==> src/hdl/animPkg.sv <==
package animPkg;

    typedef enum logic [2:0]
    {
        Idle,
        WalkFwd,
        WalkBack,
        Crouch,
        Jump,
        Jab
    } actionT;

    typedef logic [2:0] frameT;

    localparam int CountWidth = 4;
    typedef logic [CountWidth-1:0] countT;

    typedef logic [4:0] spriteT;

    // jump frames are not evenly timed; the launch is short and the peak hangs.
    localparam countT JumpLaunchHold = 4'd3;
    localparam countT JumpPeakHold = 4'd7;
    localparam countT JumpGlideHold = 4'd5;

    function automatic frameT frameCount(input actionT act);
        case (act)
            Idle:     return 3'd5;
            WalkFwd:  return 3'd6;
            WalkBack: return 3'd6;
            Crouch:   return 3'd3;
            Jump:     return 3'd7;
            Jab:      return 3'd3;
            default:  return 3'd1;
        endcase
    endfunction

    // sprite of frame 0 of each action; the frames of an action are consecutive.
    function automatic spriteT spriteBase(input actionT act);
        case (act)
            WalkFwd:  return 5'd1;
            WalkBack: return 5'd7;
            Idle:     return 5'd13;
            Crouch:   return 5'd18;
            Jump:     return 5'd21;
            Jab:      return 5'd28;
            default:  return 5'd13;
        endcase
    endfunction

endpackage

==> src/hdl/padPkg.sv <==
package padPkg;

    localparam int HealthWidth = 8;

    typedef struct packed
    {
        logic up;
        logic back;
        logic down;
        logic forward;
        logic punch;
    } padT;

    typedef struct packed
    {
        logic airborne;
        logic [HealthWidth-1:0] health;
    } statusT;

endpackage

==> src/hdl/actionControl.sv <==
`timescale 1ns/1ps

module actionControl
(
    input  logic            Clk,
    input  logic            rstN,
    input  padPkg::padT     pad,
    input  padPkg::statusT  status,
    input  logic            expired,
    output animPkg::actionT action,
    output animPkg::frameT  frame,
    output logic            restart
);
    import animPkg::*;

    actionT nextAction;
    frameT  nextFrame;
    frameT  lastFrame;
    logic   atLast;
    logic   knockdown;
    logic   walkHeld;

    assign knockdown = (status.health == '0);
    assign lastFrame = frameCount(action) - 3'd1;
    assign atLast = (frame == lastFrame);

    // a walk only continues while its own direction is held.
    assign walkHeld = (action == WalkFwd) ? pad.forward : pad.back;

    always_comb
    begin
        nextAction = action;
        nextFrame = frame;
        if (knockdown)
        begin
            nextAction = Crouch;
            nextFrame = 3'd2;
        end
        else
        begin
            case (action)
                Idle:
                begin
                    if (pad.punch)
                    begin
                        nextAction = Jab;
                        nextFrame = '0;
                    end
                    else if (pad.back)
                    begin
                        nextAction = WalkBack;
                        nextFrame = '0;
                    end
                    else if (pad.forward)
                    begin
                        nextAction = WalkFwd;
                        nextFrame = '0;
                    end
                    else if (pad.down)
                    begin
                        nextAction = Crouch;
                        nextFrame = '0;
                    end
                    else if (pad.up)
                    begin
                        nextAction = Jump;
                        nextFrame = '0;
                    end
                    else if (expired)
                    begin
                        nextFrame = atLast ? 3'd0 : frame + 3'd1;
                    end
                end
                WalkFwd, WalkBack:
                begin
                    if (pad.punch)
                    begin
                        nextAction = Jab;
                        nextFrame = '0;
                    end
                    else if (expired)
                    begin
                        nextFrame = atLast ? 3'd0 : frame + 3'd1;
                    end
                    else if (pad.down)
                    begin
                        nextAction = Crouch;
                        nextFrame = '0;
                    end
                    else if (pad.up)
                    begin
                        nextAction = Jump;
                        nextFrame = '0;
                    end
                    else if (!walkHeld)
                    begin
                        nextAction = Idle;
                        nextFrame = '0;
                    end
                end
                Crouch:
                begin
                    if (expired)
                    begin
                        nextFrame = atLast ? frame : frame + 3'd1;
                    end
                    else if (!pad.down)
                    begin
                        // releasing down unwinds the crouch one frame at a time.
                        if (frame == 3'd0)
                        begin
                            nextAction = Idle;
                        end
                        else
                        begin
                            nextFrame = frame - 3'd1;
                        end
                    end
                end
                Jump, Jab:
                begin
                    if (expired)
                    begin
                        nextAction = atLast ? Idle : action;
                        nextFrame = atLast ? 3'd0 : frame + 3'd1;
                    end
                    else if (action == Jump && !status.airborne)
                    begin
                        nextAction = Idle;
                        nextFrame = '0;
                    end
                end
                default:
                begin
                    nextAction = Idle;
                    nextFrame = '0;
                end
            endcase
        end
    end

    assign restart = knockdown || (nextAction != action) || (nextFrame != frame);

    always_ff @(posedge Clk)
    begin
        if (!rstN)
        begin
            action <= Idle;
            frame <= '0;
        end
        else
        begin
            action <= nextAction;
            frame <= nextFrame;
        end
    end

endmodule

==> src/hdl/holdTimer.sv <==
`timescale 1ns/1ps

module holdTimer
#(
    parameter int HoldCycles = 6
)
(
    input  logic            Clk,
    input  logic            rstN,
    input  logic            restart,
    input  animPkg::actionT action,
    input  animPkg::frameT  frame,
    output logic            expired
);
    import animPkg::*;

    countT count;
    countT limit;

    always_comb
    begin
        if (action == Jump)
        begin
            case (frame)
                3'd0:    limit = JumpLaunchHold;
                3'd1:    limit = JumpPeakHold;
                default: limit = JumpGlideHold;
            endcase
        end
        else
        begin
            limit = countT'(HoldCycles);
        end
    end

    // high on the last cycle of the frame, so a frame of limit L lasts L cycles.
    assign expired = (count == limit - 4'd1);

    always_ff @(posedge Clk)
    begin
        if (!rstN)
            count <= '0;
        else if (restart || expired)
            count <= '0;
        else
            count <= count + 4'd1;
    end

endmodule

==> src/hdl/spriteIndexer.sv <==
`timescale 1ns/1ps

module spriteIndexer
(
    input  animPkg::actionT action,
    input  animPkg::frameT  frame,
    output animPkg::spriteT sprite
);
    import animPkg::*;

    spriteT base;
    spriteT offset;

    // sprites are laid out walk forward, walk back, idle, crouch, jump, jab.
    assign base = spriteBase(action);
    assign offset = {2'b00, frame};

    assign sprite = base + offset;

endmodule

==> src/hdl/fighterAnimator.sv <==
`timescale 1ns/1ps

module fighterAnimator
#(
    parameter int HoldCycles = 6
)
(
    input  logic            Clk,
    input  logic            rstN,
    input  padPkg::padT     pad,
    input  padPkg::statusT  status,
    output animPkg::spriteT sprite
);
    import animPkg::*;

    actionT action;
    frameT  frame;
    logic   restart;
    logic   expired;

    actionControl u_control
    (
        .Clk     (Clk),
        .rstN    (rstN),
        .pad     (pad),
        .status  (status),
        .expired (expired),
        .action  (action),
        .frame   (frame),
        .restart (restart)
    );

    holdTimer #(.HoldCycles(HoldCycles)) u_timer
    (
        .Clk     (Clk),
        .rstN    (rstN),
        .restart (restart),
        .action  (action),
        .frame   (frame),
        .expired (expired)
    );

    spriteIndexer u_indexer
    (
        .action (action),
        .frame  (frame),
        .sprite (sprite)
    );

endmodule

==> config.mk <==
export PLATFORM = sky130hd
export DESIGN_NAME = fighterAnimator
export DESIGN_NICKNAME = d
export VERILOG_FILES = /design/src/hdl/animPkg.sv /design/src/hdl/padPkg.sv /design/src/hdl/actionControl.sv /design/src/hdl/holdTimer.sv /design/src/hdl/spriteIndexer.sv /design/src/hdl/fighterAnimator.sv
export SDC_FILE = /design/constraint.sdc
export NUM_CORES = 1
export LEC_CHECK = 0
export BUFFER_PORTS_ARGS = -buffer_cell sky130_fd_sc_hd__buf_2
export CAP_MARGIN = 20
export CORE_ASPECT_RATIO = 0.8
export CORE_UTILIZATION = 35
export CTS_CLUSTER_SIZE = 24
export DETAILED_ROUTE_END_ITERATION = 10
export PLACE_DENSITY_LB_ADDON = 0.3
export SYNTH_ARGS = -nofsm -noshare
export SYNTH_HDL_FRONTEND = slang
export SYNTH_SLANG_ARGS = --single-unit
==> constraint.sdc <==
create_clock -name Clk -period 4.1 [get_ports Clk]
set_input_delay 0.41 -clock Clk [delete_from_list [all_inputs] [get_ports Clk]]
set_output_delay 0.41 -clock Clk [all_outputs]
set_load 0.005 [all_outputs]
==> flow_summary_export.csv <==
group,metric,value,unit
routing,drt_pass1_iterations,5,
cells_and_area,area_growth,12.29,%
setup_path,crit_path_end_kind,"flip-flop",
flow_run,drv_cap,0,
synthesis,synth_compound_gate_area_share,34.97,%
routing,drt_first_iter_violations,183,
cells_and_area,design_area,0.001772,sq mm
die,ioPinCount,21,
timing,slew_headroom,55.18,%
synthesis,synthXorXnorAreaFrac,4.996,%
cells_and_area,fillCellCount,450,
min_path,holdPathStages,2,
timing,tns,0,ns
cells_and_area,final_common_cell,"nor2_1",
setup_path,worstSetupPathType,"flip-flop to flip-flop",
synthesis,netlist_area,0.001578,sq mm
global_routing,antenna_found_initial,0,
global_routing,gr-total-overflow,0,
synthesis,synth-main-ff-cell,"dfxtp_1",
die,die_h,62.05,um
timing,hold_violations,0,
min_path,hp-start,"rstN",
setup_path,reg2regPathDepth,12,
routing,via_count,1709,
timing,max_freq,286.4,MHz
pwr,power_density,309.1,mW/mm^2
min_path,hold_class,"input port to flip-flop",
timing,clock_skew,0.004870,ns
setup_path,cp-start-kind,"flip-flop",
cts,h-tree-depth,1,
global_routing,grt_pass1_wl,7.479,mm
routing,drc,0,
global_routing,grt_pass1_vias,1452,
timing,grt_setup_unrepaired,"no",
timing,fin_crit_sh,85.15,%
cts,clk_path_buf_depth,2,
timing,setup_violations,0,
synthesis,async_flop_share,0,%
die,start_util,37.07,%
routing,viasPerCell,5.934,
placed_design,placed_area,0.001717,sq mm
cells_and_area,drive_gt1_share,17.75,%
placed_design,place_congestion,0.8643,
pwr,total_power,0.0005477,W
cells_and_area,multiInputGateArea,0.001251,sq mm
synthesis,synth_top_family_by_area,"compound AO/OA/AOI/OAI gates",
cells_and_area,ff_latch_area,200.2,sq um
synthesis,syn-mean-instance-area,7.304,sq um
placed_design,io_buffers,20,
die,die_w,77.07,um
pwr,ir_drop,0.09494,mV
setup_path,crit_arrival,3.65,ns
synthesis,synth-edff-count,0,
pwr,leakagePower,0.7192,nW
cts,cts_buffers,3,
die,die_area,0.004782,sq mm
setup_path,required,4.26,ns
status,status,"finished clean",
setup_path,timing.rr.end,"u_timer.count[3]",
synthesis,synth_simple_gate_area_share,26.96,%
setup_path,cp_max_fo,21,
die,std_cell_rows,21,
synthesis,yosys_warnings,0,
cts,cts.sinks,10,
setup_path,cpPeakStageDelay,0.75,ns
cts,insertion_delay,0.24,ns
cells_and_area,final_util,41.62,%
setup_path,cpMaxStageDelayCell,"dfxtp_1",
setup_path,r2r-start,"u_control.action[0]",
cts,postCtsSetupBuffers,0,
synthesis,post_synth_fa_ha_maj_area_fraction,9.833,%
die,core-area,0.004257,sq mm
timing,finalCriticalPeriod,3.491,ns
setup_path,cp_cell_sequence,"xnor2_1, nor2_1, ha_1, xnor2_1, nor4_1, o31ai_1, ha_1, a21boi_0, a221oi_1, o311a_1, nand4bb_4, nor3_1",
routing,ant_nets,0,
setup_path,regToRegSetupSlack,0.61,ns
global_routing,track_usage,20.02,%
synthesis,ys_types,62,
cells_and_area,n_antenna_cell,0,
routing,avgRoutedWirePerCell,15.75,um
cts,ctsResizeCount,0,
synthesis,synth-seq-area-share,12.69,%
cts,cts_tree,"built",
cells_and_area,nets,259,
cells_and_area,final_cell_mix,"nor2_1 (22), buf_2 (20), inv_1 (16), nand2_1 (16), a21oi_1 (15)",
placed_design,dp_hpwl,3.483,mm
synthesis,ys_ff_latch,10,
timing,worst_pin_slew,0.6714,ns
synthesis,syn-instance-count,216,
cts,cts.reportedPaths.clkPinSlew,0.06,ns
synthesis,synth_nets,243,
cts,cts-root-buf,"clkbuf_8",
cts,cts_hold_buffers,0,
routing,wl,4.535,mm
global_routing,grt_max_degree,22,
timing,slew_viol_final,0,
synthesis,synthMuxAreaShare,2.538,%
min_path,holdPathEnd,"u_control.action[0]",
[power by group]
group	total, W	switching (W)	internal [W]	leakage, nW
Combinational	0.000298	0.000177	0.000121	0.609
Sequential	0.000122	0.0000168	0.000105	0.0814
Clock	0.000128	0.0000435	0.0000848	0.0288
Total	0.000548	0.000237	0.000311	0.719
[cells in the mapped netlist (3+ instances only)]
master / number / area share [%]
or4_1: 3 / 1.4
dfxtp_1: 10 / 13
mux2i_1: 4 / 2.5
nor4_1: 6 / 2.4
nand2b_1: 3 / 1.2
o21ai_1: 3 / 0.95
a31oi_1: 3 / 1.2
o21a_1: 3 / 1.4
nand2_1: 16 / 3.8
nand3_1: 5 / 1.6
clkbuf_1: 7 / 1.7
a21oi_1: 15 / 4.8
nor3_1: 9 / 2.9
nor2_1: 22 / 5.2
o31ai_1: 8 / 3.8
o311a_1: 3 / 1.9
xnor2_1: 7 / 3.9
inv_1: 16 / 3.8
ha_1: 10 / 7.9
o21ai_0: 9 / 2.9
[final cells by class]
| type | instances | area share [%] |
|---|---|---|
| multi-input combinational | 176 | 70.62 |
| clock buffer | 4 | 3.107 |
| timing repair buffer | 24 | 7.345 |
| inverter | 17 | 3.602 |
| tap | 57 | 4.025 |
| sequential | 10 | 11.30 |
[metal layers]
layer	vias up	GRT usage [%]	part of all wire (%)
li1	844	-	-
met1	785	29.38	48
met2	80	31.89	43
met3	0	4.088	8.4
met4	0	0.8086	0
met5	-	0	0
[stage by stage]
step / setup slack (ns) / hold WS (ns) / std cells
CTS: 0.6983 / 0.4755 / 288
global placement: 0.8033 / 0.5105 / 284
floorplan: 0.6475 / 0.4658 / 216
global route: 0.3007 / 0.4711 / 288
finish: 0.6087 / 0.4785 / 288
detailed placement: 0.7405 / 0.5046 / 284
[how the worst max path moves through the flow]
| stage | from | to | slack (ns) |
|---|---|---|---|
| global route | u_control.action[0] | u_timer.count[2] | 0.30 |
| detailed placement | u_control.action[0] | u_timer.count[3] | 0.74 |
| finish | u_control.action[0] | u_timer.count[3] | 0.61 |
| global placement | u_control.action[0] | u_timer.count[1] | 0.80 |
| CTS | u_control.action[0] | u_timer.count[3] | 0.70 |
| floorplan | u_control.action[1] | u_timer.count[2] | 0.65 |
[critical path, delay by kind of cell (launching register included)]
kind	cells	cell delay, ns
compound gates	4	0.80
flops	1	0.75
simple gates	4	0.95
xor+xnor	2	0.39
fa+ha+maj	2	0.53
[sequential cells by signal (all words and copies together) (netlist names)]
| register | flops |
|---|---|
| u_timer.count | 4 |
| u_control.action | 3 |
| u_control.frame | 3 |
[cells by family after synthesis]
family,after synthesis
compound gates,73
xor+xnor,9
fa+ha+maj,12
buf+inv,30
flops,10
mux,4
simple gates,78
No activity file was read; power rests on OpenSTA's default activity.
